### src/csr_map_pkg.sv
`default_nettype none

package csr_map_pkg;

  // ==================================================
  // Machine CSR addresses
  // ==================================================
  localparam logic [11:0] csr_mstatus    = 12'h300;
  localparam logic [11:0] csr_misa       = 12'h301;
  localparam logic [11:0] csr_medeleg    = 12'h302;
  localparam logic [11:0] csr_mideleg    = 12'h303;
  localparam logic [11:0] csr_mie        = 12'h304;
  localparam logic [11:0] csr_mtvec      = 12'h305;
  localparam logic [11:0] csr_mcounteren = 12'h306;
  localparam logic [11:0] csr_mscratch   = 12'h340;
  localparam logic [11:0] csr_mepc       = 12'h341;
  localparam logic [11:0] csr_mcause     = 12'h342;
  localparam logic [11:0] csr_mtval      = 12'h343;
  localparam logic [11:0] csr_mip        = 12'h344;
  localparam logic [11:0] csr_mcycle     = 12'hB00;
  localparam logic [11:0] csr_minstret   = 12'hB02;
  localparam logic [11:0] csr_mcycleh    = 12'hB80;
  localparam logic [11:0] csr_minstreth  = 12'hB82;

  // ==================================================
  // Writable bits and reset values
  // ==================================================
  localparam logic [31:0] mstatus_mask = 32'h807F_F9BB; // 31, 22:11, 8:7, 5:3, 1:0.
  localparam logic [31:0] misa_mask    = 32'hC3FF_FFFF; // MXL and extensions.
  localparam logic [31:0] mie_mask     = 32'h0000_0BBB; // Shared with mip.

  localparam logic [31:0] misa_reset  = 32'h4000_0100; // RV32I.
  localparam logic [31:0] mtvec_reset = 32'h0000_0100; // Direct mode.

  localparam logic [3:0] cause_illegal_instr = 4'd2;

endpackage

`default_nettype wire

### src/sys_instr_pkg.sv
`default_nettype none

package sys_instr_pkg;

  // ==================================================
  // SYSTEM opcode and function codes
  // ==================================================
  localparam logic [6:0] opcode_system = 7'b111_0011;

  localparam logic [2:0] f3_priv   = 3'd0;
  localparam logic [2:0] f3_csrrw  = 3'd1;
  localparam logic [2:0] f3_csrrs  = 3'd2;
  localparam logic [2:0] f3_csrrc  = 3'd3;
  localparam logic [2:0] f3_csrrwi = 3'd5;
  localparam logic [2:0] f3_csrrsi = 3'd6;
  localparam logic [2:0] f3_csrrci = 3'd7;

  localparam logic [11:0] funct12_mret = 12'h302;

  // One word, two decodings.
  typedef union packed {
    struct packed {
      logic [11:0] csr_addr;
      logic [4:0]  uimm;     // rs1 index or zimm.
      logic [2:0]  funct3;
      logic [4:0]  rd;
      logic [6:0]  opcode;
    } csr;
    struct packed {
      logic [11:0] funct12;
      logic [4:0]  rs1;
      logic [2:0]  funct3;
      logic [4:0]  rd;
      logic [6:0]  opcode;
    } priv;
  } sys_instr_u;

  // ==================================================
  // Execution sequencer states
  // ==================================================
  localparam logic [1:0] st_idle    = 2'd0;
  localparam logic [1:0] st_exec    = 2'd1;
  localparam logic [1:0] st_done    = 2'd2;
  localparam logic [1:0] st_release = 2'd3;

endpackage

`default_nettype wire

### src/csr_file.sv
`timescale 1ns/1ns
`default_nettype none

module csr_file (
  input  logic        clk,
  input  logic        rst,
  input  logic [11:0] rd_addr,
  input  logic        wr_en,
  input  logic [11:0] wr_addr,
  input  logic [31:0] wr_data,
  input  logic        trap_en,
  input  logic [31:0] trap_epc,
  input  logic [31:0] trap_tval,
  input  logic [3:0]  trap_cause,
  input  logic        mret_en,
  input  logic        retire,
  output logic        rd_valid,
  output logic [31:0] rd_value,
  output logic [31:0] mepc,
  output logic [31:0] trap_vector
);

  logic [31:0] mstatus;
  logic [31:0] misa;
  logic [31:0] medeleg;
  logic [31:0] mideleg;
  logic [31:0] mie;
  logic [31:0] mtvec;
  logic [31:0] mcounteren;
  logic [31:0] mscratch;
  logic [31:0] mcause;
  logic [31:0] mtval;
  logic [31:0] mip;
  logic [63:0] mcycle;
  logic [63:0] minstret;

  // ==================================================
  // Read side
  // ==================================================
  always_comb begin
    rd_valid = 1'b1;
    case (rd_addr)
      csr_map_pkg::csr_mstatus:    rd_value = mstatus & csr_map_pkg::mstatus_mask;
      csr_map_pkg::csr_misa:       rd_value = misa & csr_map_pkg::misa_mask;
      csr_map_pkg::csr_medeleg:    rd_value = medeleg;
      csr_map_pkg::csr_mideleg:    rd_value = mideleg;
      csr_map_pkg::csr_mie:        rd_value = mie & csr_map_pkg::mie_mask;
      csr_map_pkg::csr_mtvec:      rd_value = mtvec;
      csr_map_pkg::csr_mcounteren: rd_value = mcounteren;
      csr_map_pkg::csr_mscratch:   rd_value = mscratch;
      csr_map_pkg::csr_mepc:       rd_value = mepc;
      csr_map_pkg::csr_mcause:     rd_value = mcause;
      csr_map_pkg::csr_mtval:      rd_value = mtval;
      csr_map_pkg::csr_mip:        rd_value = mip & csr_map_pkg::mie_mask;
      csr_map_pkg::csr_mcycle:     rd_value = mcycle[31:0];
      csr_map_pkg::csr_mcycleh:    rd_value = mcycle[63:32];
      csr_map_pkg::csr_minstret:   rd_value = minstret[31:0];
      csr_map_pkg::csr_minstreth:  rd_value = minstret[63:32];
      default: begin
        rd_valid = 1'b0; // Unmapped address.
        rd_value = 32'h0;
      end
    endcase
  end

  // Vectored mode offsets the base by four times the cause.
  always_comb begin
    if (mtvec[1:0] == 2'd1) begin
      trap_vector = {mtvec[31:2] + {26'b0, mcause[3:0]}, 2'b00};
    end else begin
      trap_vector = {mtvec[31:2], 2'b00};
    end
  end

  // ==================================================
  // Register updates
  // ==================================================
  always_ff @(posedge clk) begin
    if (!rst) begin
      mstatus    <= 32'h0;
      misa       <= csr_map_pkg::misa_reset;
      medeleg    <= 32'h0;
      mideleg    <= 32'h0;
      mie        <= 32'h0;
      mtvec      <= csr_map_pkg::mtvec_reset;
      mcounteren <= 32'h0;
      mscratch   <= 32'h0;
      mepc       <= 32'h0;
      mcause     <= 32'h0;
      mtval      <= 32'h0;
      mip        <= 32'h0;
    end else begin
      if (wr_en) begin
        case (wr_addr)
          csr_map_pkg::csr_mstatus:    mstatus <= wr_data & csr_map_pkg::mstatus_mask;
          csr_map_pkg::csr_misa:       misa <= wr_data & csr_map_pkg::misa_mask;
          csr_map_pkg::csr_medeleg:    medeleg <= wr_data;
          csr_map_pkg::csr_mideleg:    mideleg <= wr_data;
          csr_map_pkg::csr_mie:        mie <= wr_data & csr_map_pkg::mie_mask;
          csr_map_pkg::csr_mtvec:      mtvec <= wr_data;
          csr_map_pkg::csr_mcounteren: mcounteren <= wr_data;
          csr_map_pkg::csr_mscratch:   mscratch <= wr_data;
          csr_map_pkg::csr_mepc:       mepc <= wr_data;
          csr_map_pkg::csr_mcause:     mcause <= wr_data;
          csr_map_pkg::csr_mtval:      mtval <= wr_data;
          csr_map_pkg::csr_mip:        mip <= wr_data & csr_map_pkg::mie_mask;
          default: ;
        endcase
      end
      if (trap_en) begin
        mstatus[7] <= mstatus[3]; // MPIE takes MIE.
        mstatus[3] <= 1'b0;
        mepc       <= trap_epc;
        mtval      <= trap_tval;
        mcause     <= {28'b0, trap_cause};
      end
      if (mret_en) begin
        mstatus[3] <= mstatus[7]; // MIE takes MPIE.
        mstatus[7] <= 1'b0;
      end
    end
  end

  // Counters.
  always_ff @(posedge clk) begin
    if (!rst) begin
      mcycle   <= 64'h0;
      minstret <= 64'h0;
    end else begin
      if (wr_en && wr_addr == csr_map_pkg::csr_mcycle) begin
        mcycle[31:0] <= wr_data;
      end else if (wr_en && wr_addr == csr_map_pkg::csr_mcycleh) begin
        mcycle[63:32] <= wr_data;
      end else begin
        mcycle <= mcycle + 64'd1;
      end
      if (retire) begin
        minstret <= minstret + 64'd1; // Retire beats a write.
      end else if (wr_en && wr_addr == csr_map_pkg::csr_minstret) begin
        minstret[31:0] <= wr_data;
      end else if (wr_en && wr_addr == csr_map_pkg::csr_minstreth) begin
        minstret[63:32] <= wr_data;
      end
    end
  end

endmodule

`default_nettype wire

### src/sys_exec.sv
`timescale 1ns/1ns
`default_nettype none

module sys_exec (
  input  logic        clk,
  input  logic        rst,
  input  logic        req,
  input  logic [31:0] instr,
  input  logic [31:0] pc,
  input  logic [31:0] rs1_data,
  output logic        ack,
  output logic [31:0] rd_data,
  output logic        redirect,
  output logic [31:0] redirect_pc,
  output logic        trap,
  output logic [11:0] rd_addr,
  output logic        wr_en,
  output logic [11:0] wr_addr,
  output logic [31:0] wr_data,
  output logic        trap_en,
  output logic [31:0] trap_epc,
  output logic [31:0] trap_tval,
  output logic [3:0]  trap_cause,
  output logic        mret_en,
  input  logic        rd_valid,
  input  logic [31:0] rd_value,
  input  logic [31:0] mepc,
  input  logic [31:0] trap_vector
);

  sys_instr_pkg::sys_instr_u instr_q;
  logic [1:0]  state;
  logic [31:0] src;
  logic [31:0] new_value;
  logic        do_write;
  logic        is_mret;
  logic        illegal;
  logic        in_exec;

  // ==================================================
  // Decode and read-modify-write
  // ==================================================
  always_comb begin
    src       = instr_q.csr.funct3[2] ? {27'b0, instr_q.csr.uimm} : rs1_data;
    new_value = src;
    do_write  = 1'b0;
    is_mret   = 1'b0;
    illegal   = instr_q.csr.opcode != sys_instr_pkg::opcode_system;
    case (instr_q.csr.funct3)
      sys_instr_pkg::f3_csrrw, sys_instr_pkg::f3_csrrwi: begin
        do_write = 1'b1;
      end
      sys_instr_pkg::f3_csrrs, sys_instr_pkg::f3_csrrsi: begin
        new_value = rd_value | src;
        do_write  = instr_q.csr.uimm != 5'd0; // Zero source is read only.
      end
      sys_instr_pkg::f3_csrrc, sys_instr_pkg::f3_csrrci: begin
        new_value = rd_value & ~src;
        do_write  = instr_q.csr.uimm != 5'd0;
      end
      sys_instr_pkg::f3_priv: begin
        is_mret = instr_q.priv.funct12 == sys_instr_pkg::funct12_mret &&
                  instr_q.priv.rs1 == 5'd0 && instr_q.priv.rd == 5'd0;
        illegal = illegal || !is_mret;
      end
      default: illegal = 1'b1; // Reserved funct3.
    endcase
    if (instr_q.csr.funct3 != sys_instr_pkg::f3_priv && !rd_valid) begin
      illegal = 1'b1;
    end
  end

  assign in_exec    = state == sys_instr_pkg::st_exec;
  assign rd_addr    = instr_q.csr.csr_addr;
  assign wr_addr    = instr_q.csr.csr_addr;
  assign wr_data    = new_value;
  assign wr_en      = in_exec && do_write && !illegal;
  assign mret_en    = in_exec && is_mret && !illegal;
  assign trap_en    = in_exec && illegal;
  assign trap_epc   = pc;
  assign trap_tval  = instr_q;
  assign trap_cause = csr_map_pkg::cause_illegal_instr;

  // ==================================================
  // Handshake sequencer
  // ==================================================
  always_ff @(posedge clk) begin
    if (!rst) begin
      state    <= sys_instr_pkg::st_idle;
      ack      <= 1'b0;
      redirect <= 1'b0;
      trap     <= 1'b0;
    end else begin
      case (state)
        sys_instr_pkg::st_idle: begin
          if (req) begin
            state <= sys_instr_pkg::st_exec;
          end
        end
        sys_instr_pkg::st_exec: begin
          trap     <= illegal;
          redirect <= illegal || is_mret;
          state    <= sys_instr_pkg::st_done;
        end
        sys_instr_pkg::st_done: begin
          ack   <= 1'b1;
          state <= sys_instr_pkg::st_release;
        end
        default: begin
          if (!req) begin
            ack   <= 1'b0; // Requester has let go.
            state <= sys_instr_pkg::st_idle;
          end
        end
      endcase
    end
  end

  // Payload registers.
  always_ff @(posedge clk) begin
    if (state == sys_instr_pkg::st_idle && req) begin
      instr_q <= instr;
    end
    if (in_exec) begin
      rd_data <= (illegal || is_mret) ? 32'h0 : rd_value; // Old value.
    end
    if (state == sys_instr_pkg::st_done) begin
      redirect_pc <= trap ? trap_vector : (redirect ? mepc : 32'h0);
    end
  end

endmodule

`default_nettype wire

### src/csr_unit.sv
`timescale 1ns/1ns
`default_nettype none

module csr_unit (
  input  logic        clk,
  input  logic        rst,
  input  logic        req,
  input  logic [31:0] instr,
  input  logic [31:0] pc,
  input  logic [31:0] rs1_data,
  input  logic        retire,
  output logic        ack,
  output logic [31:0] rd_data,
  output logic        redirect,
  output logic [31:0] redirect_pc,
  output logic        trap
);

  logic [11:0] rd_addr;
  logic        wr_en;
  logic [11:0] wr_addr;
  logic [31:0] wr_data;
  logic        trap_en;
  logic [31:0] trap_epc;
  logic [31:0] trap_tval;
  logic [3:0]  trap_cause;
  logic        mret_en;
  logic        rd_valid;
  logic [31:0] rd_value;
  logic [31:0] mepc;
  logic [31:0] trap_vector;

  sys_exec u_exec (
    .clk         (clk),
    .rst         (rst),
    .req         (req),
    .instr       (instr),
    .pc          (pc),
    .rs1_data    (rs1_data),
    .ack         (ack),
    .rd_data     (rd_data),
    .redirect    (redirect),
    .redirect_pc (redirect_pc),
    .trap        (trap),
    .rd_addr     (rd_addr),
    .wr_en       (wr_en),
    .wr_addr     (wr_addr),
    .wr_data     (wr_data),
    .trap_en     (trap_en),
    .trap_epc    (trap_epc),
    .trap_tval   (trap_tval),
    .trap_cause  (trap_cause),
    .mret_en     (mret_en),
    .rd_valid    (rd_valid),
    .rd_value    (rd_value),
    .mepc        (mepc),
    .trap_vector (trap_vector)
  );

  csr_file u_file (
    .clk         (clk),
    .rst         (rst),
    .rd_addr     (rd_addr),
    .wr_en       (wr_en),
    .wr_addr     (wr_addr),
    .wr_data     (wr_data),
    .trap_en     (trap_en),
    .trap_epc    (trap_epc),
    .trap_tval   (trap_tval),
    .trap_cause  (trap_cause),
    .mret_en     (mret_en),
    .retire      (retire),
    .rd_valid    (rd_valid),
    .rd_value    (rd_value),
    .mepc        (mepc),
    .trap_vector (trap_vector)
  );

endmodule

`default_nettype wire

### config.mk
export PLATFORM = sky130hd
export DESIGN_NAME = csr_unit
export DESIGN_NICKNAME = d
export VERILOG_FILES = /design/src/csr_map_pkg.sv /design/src/sys_instr_pkg.sv /design/src/csr_file.sv /design/src/sys_exec.sv /design/src/csr_unit.sv
export SDC_FILE = /design/constraint.sdc
export NUM_CORES = 1
export LEC_CHECK = 0
export BUFFER_PORTS_ARGS = -buffer_cell sky130_fd_sc_hd__buf_2
export CAP_MARGIN = 20
export CORE_ASPECT_RATIO = 1.4
export CORE_MARGIN = 5
export CORE_UTILIZATION = 40
export DETAILED_ROUTE_END_ITERATION = 10
export SYNTH_ARGS = -nofsm -noshare
export SYNTH_HDL_FRONTEND = slang
export SYNTH_SLANG_ARGS = --single-unit
### constraint.sdc
create_clock -name clk -period 3.5 [get_ports clk]
set_input_delay 0.525 -clock clk [delete_from_list [all_inputs] [get_ports clk]]
set_output_delay 0.525 -clock clk [all_outputs]
set_load 0.02 [all_outputs]
# Yosys cells after proc, flatten, opt, wreduce, memory -nomap -nowiden
# Index checks and enable logic that the tools add are counted.
# totals
in_bits	100
register_bits	551
word_cells	162
output_inout_bits	67
# classes
n_mux	37
n_reduce_logical	60
eq_ne	31
bitwise	5
n_addsub	3
# ops
cell	count
2-to-1 mux 32 bit	16
one-hot mux 32 bit (16 select lines)	1
== test 12 x 10 -> 1 bit (second input constant)	12
adder 64 x 1 -> 64 bit (second input constant)	2
2-to-1 mux 64 bit	1
one-hot mux 32 bit (2 select lines)	1
== test 12 bit (second input constant)	4
AND reduction 2 bit	18
bitwise AND 32 bit	1
inverter 32 bit	1
OR 32 bit	1
adder 30 x 4 -> 30 bit	1
2-to-1 mux 8 bit	2
OR reduction 16 bit	1
nonzero test 2 bit	7
logical AND 1 bit	13
OR reduction 2 bit	6
zero test 5 bit	2
2-to-1 mux 2 bit	5
== test 3 bit (second input constant)	3
nonzero test 3 bit	3
2-to-1 mux 1 bit	7
!= test 7 bit (second input constant)	1
== test 3 x 2 -> 1 bit (second input constant)	2
16 further kinds	25

# Longest topological paths before layout
# logic_depth
word_depth	13
mapped_depth	13
ltp_nobuf	10

# Modules after synthesis
# From an unflattened synthesis, not the netlist that was laid out.
# unflattened
hier_cells	3521
hier_area_um2	28831.4
# by_module_without_submodules
module	area_per_inst_um2	seq_area_each_um2	n_inst	cells_per_inst
csr_file	23917.9	9008.6	1	3128
sys_exec	4913.5	2982.9	1	393

# Worst setup path after synthesis
# No wires, ideal clock.
# synth_path
path_type	flip-flop to flip-flop
start	register u_exec.state[1]
end	register u_file.mcycle[5]
t_required_ns	3.372
n_path_buf	2
setup_time_ns	0.128
period_less_slack_ns	3.022
arrival_time_ns	2.895
slack_ns	0.478
path_stages_with_launch	12
path_cell_list	dfxtp_1 inv_1 ha_1 o21a_1 o31a_1 clkbuf_1 nand3_1 clkbuf_1 a21oi_1 o22ai_1 a21oi_1 nor2_1
# synth_between
elab_chain_len	5
word_cells_on_any_way	7
classes_between	eq/ne (2); mux (1); reduce/logical (4)
# synth_rtl
element	line	source
start: declaration	sys_exec.sv:32	logic [1:0] state;
start signal: assignment	sys_exec.sv:89	state <= sys_instr_pkg::st_idle;
start signal: assignment	sys_exec.sv:97	state <= sys_instr_pkg::st_exec;
start signal: assignment	sys_exec.sv:103	state <= sys_instr_pkg::st_done;
== test 2 x 1 -> 1 bit (*)	sys_exec.sv:73	assign in_exec = state == sys_instr_pkg::st_exec;
logical AND 1 bit (*) (2 in series)	sys_exec.sv:77	assign wr_en = in_exec && do_write && !illegal;
logical AND 1 bit (on tied branches)	csr_file.sv:132, csr_file.sv:130	
!= test 2 x 1 -> 1 bit (no source line) / 2-to-1 mux 32 bit (equally long branches)	n/a	
end signal: assignment	csr_file.sv:131	mcycle[31:0] <= wr_data;
end signal: assignment	csr_file.sv:135	mcycle <= mcycle + 64'd1;
end: declaration	csr_file.sv:34	logic [63:0] mcycle;
# Every way passes the cells marked *; elsewhere a longest branch is shown, timed or not.
# A chain may end at the register's enable or synchronous reset.

# Final worst setup path
# layout_path
start	register u_exec.instr_q, in the netlist u_exec.trap_tval[20]
end	register u_file.mtvec[28]
# layout_between
elab_chain_len	10
word_cells_on_any_way	33
classes_between	eq/ne (16); mux (5); bitwise (2); reduce/logical (10)
# layout_rtl
element	line	source
start: declaration	sys_exec.sv:31	sys_instr_pkg::sys_instr_u instr_q;
start signal: assignment	sys_exec.sv:122	instr_q <= instr;
parallel branches: the longest is 10 deep, another holds OR reduction 16 bit	n/a	
end signal: assignment	csr_file.sv:85	mtvec <= csr_map_pkg::mtvec_reset;
end signal: assignment	csr_file.sv:100	csr_map_pkg::csr_mtvec: mtvec <= wr_data;
end: declaration	csr_file.sv:28	logic [31:0] mtvec;
# Parallel ways; which one is timed is not known.

==> summary.md <==
| Metric | Value |
|---|---|
| Grt total ovfl | `0` |
| Skew final | `25.3 ps` |
| Nets | `around 3900` |
| P_sw | `about 6700 µW` |
| ANT nets after route | `0` |
| Internal cell power | `12400 µW` |
| Max Slew Vio Count | `0` |
| Layout cells sized above 1 | `between 20% and 30%` |
| CTS clk-pin slew, worst paths | `~70 ps` |
| Die area | `79000 µm²` |
| PD cells | `between 500 and 600 nW/µm²` |
| Commonest non-fill, non-tap cell in the layout | `dfxtp_1` |
| Most used DFF post-synth | `dfxtp_1` |
| Final worst-path cycle share | `104%` |
| Critical path class | `reg -> reg` |
| Max-slew headroom | `13.0%` |
| DRC violations left | `0` |
| Crit path time final | `3630 ps` |
| Total track usage | `44.3%` |
| Post-Syn Area | `between 20000 and 30000 µm²` |
| Grt met1 use | `49.2%` |
| Hold buffer count at CTS | `0` |
| Max Clk Rate | `about 0.28 GHz` |
| Largest net degree at the start of global routing | `just under 80` |
| Die X | `239 µm` |
| Placer Congestion | `roughly 1.1` |
| Max-cap violations | `0` |
| Commonest non-fill, non-tap cells in the layout | `dfxtp_1 (455), buf_4 (370), nor2_1 (319)` |
| Layout area overhead | `25.4%` |
| Sw frac | `between 30% and 40%` |
| Vias | `32458` |
| Critical Path Sink Type | `flip-flop` |
| Leakage power | `~0.013 µW` |
| Clk buf depth | `3` |
| Cell row count | `~120` |
| Syn avg cell area | `~8.4 µm²` |
| Combinational Power Share | `between 20% and 30%` |
| Num CTS Buffers | `58` |
| Chip height | `between 300 and 400 µm` |
| # IOs | `~170` |
| Failing checks | `setup timing` |
| Clk network pwr share | `a little over a third` |
| CP max FO | `14` |
| Vias/cell | `~6.7` |
| Async SR Flop Fraction | `0%` |
| Post-Route Setup TNS | `-699 ps` |
| GR Util met3 | `8.19%` |
| Number of synthesized flops with an enable pin | `96` |
| Critical Path Source Type | `flip-flop` |
| Vias in the first global route | `slightly above 30000` |
| Register area share after synthesis | `40.8%` |
| Initial antenna violation count | `9` |
| Fin worst setup slack | `-134 ps` |
| Starting Density | `between 40% and 50%` |
| Routed wire per std cell | `37.7 µm` |
| Min-Delay Path Class | `in -> reg` |
| Core area | `72800 µm²` |
| GRT busiest layer | `met2` |
| Crit path top cell by count | `buf_4` |
| Worst Tran Pin Value | `between 1000 and 1500 ps` |
| Port Buffers | `166` |
| DR pass1 iterations | `8` |
| First-pass GRT wire length | `around 250000 µm` |
| CP required | `4060 ps` |
| Setup violations, final | `12` |
| Clock latency on the worst-skew pair | `between 600 and 700 ps` |
| Unique masters post-synth | `between 90 and 100` |
| Setup Slack @ Placement | `-247 ps` |
| Cells after Synth | `~3500` |
| CP max stage cell | `o32ai_1` |
| WP data arrival | `approximately 4200 ps` |
| Crit path largest cell delay | `about 700 ps` |
| Root buf cell | `clkbuf_16` |
| Crit-path cells | `buf_4, buf_4, buf_4, mux2i_1, o32ai_1, a211oi_2, buf_4, o31a_1, buf_12, buf_4, a211oi_1` |
| H-Tree Level Count | `2` |
| Sequential group share of total power | `between 30% and 40%` |
| Status | `finished with violations` |
| Net count after synthesis | `approximately 3600` |
| 1st-iter DRT viols | `just over 4000` |
| Met2 Use GR | `about 71%` |
| Seq cells post-synth | `about 550` |
| Hpwl dp | `between 100000 and 150000 µm` |
| TritonCTS clock tree | `yes` |
| Max VDD drop | `slightly above 0.0005 V` |
| Drt total wl | `between 150000 and 200000 µm` |
| CTS sink cnt | `~550` |
| Final hold viol count | `0` |
| YS warnings | `0` |
[cells in the mapped netlist (all sizes together), types with 10 or more instances]
cell	count	area, µm²
dfxtp	455	9110
nor2	321	1210
nand2	273	1020
a21oi	231	1160
clkbuf	221	830
o21ai	213	1070
nand3	196	986
a211oi	154	1160
buf	111	548
nand4	107	669
edfxtp	96	2880
nor3	91	518
mux2i	74	741
o22ai	59	369
a22oi	54	405
a31oi	52	325
and3	49	307
mux2	44	495
nor4	44	324
nand2b	42	263
a22o	39	342
inv	35	131
o21a	34	255
o221ai	32	280
and4	29	254
o31ai	29	223
nor2b	26	163
o211ai	26	195
o31a	25	219
xnor2	24	210
a211o	22	193
or3	20	125
xor2	20	175
and2	18	113
nand3b	17	128
nor3b	14	105
a21o	12	90.1
a221oi	12	105
a32oi	11	96.3
o2bb2ai	10	87.6
[critical path: cells and delay by family (launching register included)]
kind,cells,cell delay [ps]
muxes,1,140
DFF,1,420
buffers and inverters,6,1400
AOI/OAI and AO/OA,4,1510
[flip-flops by register name (all words and copies together) (netlist names)]
register	flops
u_file.mcycle	64
u_file.minstret	64
u_exec.rd_data	32
u_exec.redirect_pc	32
u_exec.trap_tval	32
u_file.mcause	32
u_file.mcounteren	32
u_file.medeleg	32
u_file.mepc	32
u_file.mideleg	32
u_file.mscratch	32
u_file.mtval	32
u_file.mtvec	32
u_file.misa	28
u_file.mstatus	20
u_file.mie	9
u_file.mip	9
u_exec.state	2
u_exec.ack	1
u_exec.redirect	1
u_exec.trap	1
[metrics by stage]
stage | util [%] | power, µW | instance area, µm² | hold slack [ps] | instances
floorplan | - | 9440 | 29400 | 432 | 3494
global placement | 47.5 | 12100 | 34600 | 442 | 4727
detailed placement | 47.6 | 12100 | 34600 | 449 | 4730
CTS | 50.5 | 18900 | 36800 | 8.55 | 4838
global route | 50.6 | 19400 | 36800 | 14.7 | 4839
finish | 50.6 | 19100 | 36800 | 27.0 | 4845
[layout make-up]
class,instances,area (µm²)
multi-input combinational,2576,16200
antenna,6,15.0
clock inverter,30,442
inverter,35,139
tap,952,1190
clock buffer,78,1630
timing repair buffer,617,5200
fill,7063,35900
sequential,551,12000
[logic make-up after synthesis]
kind of cell    share of synthesized area, %
compound gates                          25.1
flops                                   40.8
mux                                     4.36
fa+ha+maj                              0.452
buf+inv                                 5.14
simple gates                            22.8
xor+xnor                                1.31
[metal layers]
layer  part of all wire [%]  vias to the layer above
met2                     45                     2020
li1                       -                    13898
met5                  0.022                        -
met3                    7.8                      723
met1                     35                    15811
met4                     12                        6
[power groups by stage]
stage          Combinational (µW)  Sequential, µW  Clock, µW
2_1_floorplan                1880            7560          0
3_3_place_gp                 4440            7660          0
3_5_place_dp                 4440            7660          0
4_1_cts                      4470            7530       6910
5_1_grt                      4660            7550       7150
6_report                     4620            7570       6890
[repair_timing]
action / 4_1_cts / 5_1_grt
setup buffers: 0 / 1
gates cloned: 0 / 0
endpoints found under the setup margin: 80 / 58
gates resized for setup: 14 / 13
hold endpoints to repair: 0 / 0
pin swaps: 0 / 3
[final timing paths]
path,startpoint,end,slack (ps),cells after the start
max,u_exec.trap_tval[20],u_file.mtvec[28],-130,11
min,instr[6],u_exec.trap_tval[6],30,1
max reg2reg,u_exec.trap_tval[20],u_file.mtvec[28],-130,11
min reg2reg,u_file.mcause[31],u_file.mcause[31],460,2
Power figures use the tool's default switching activity.
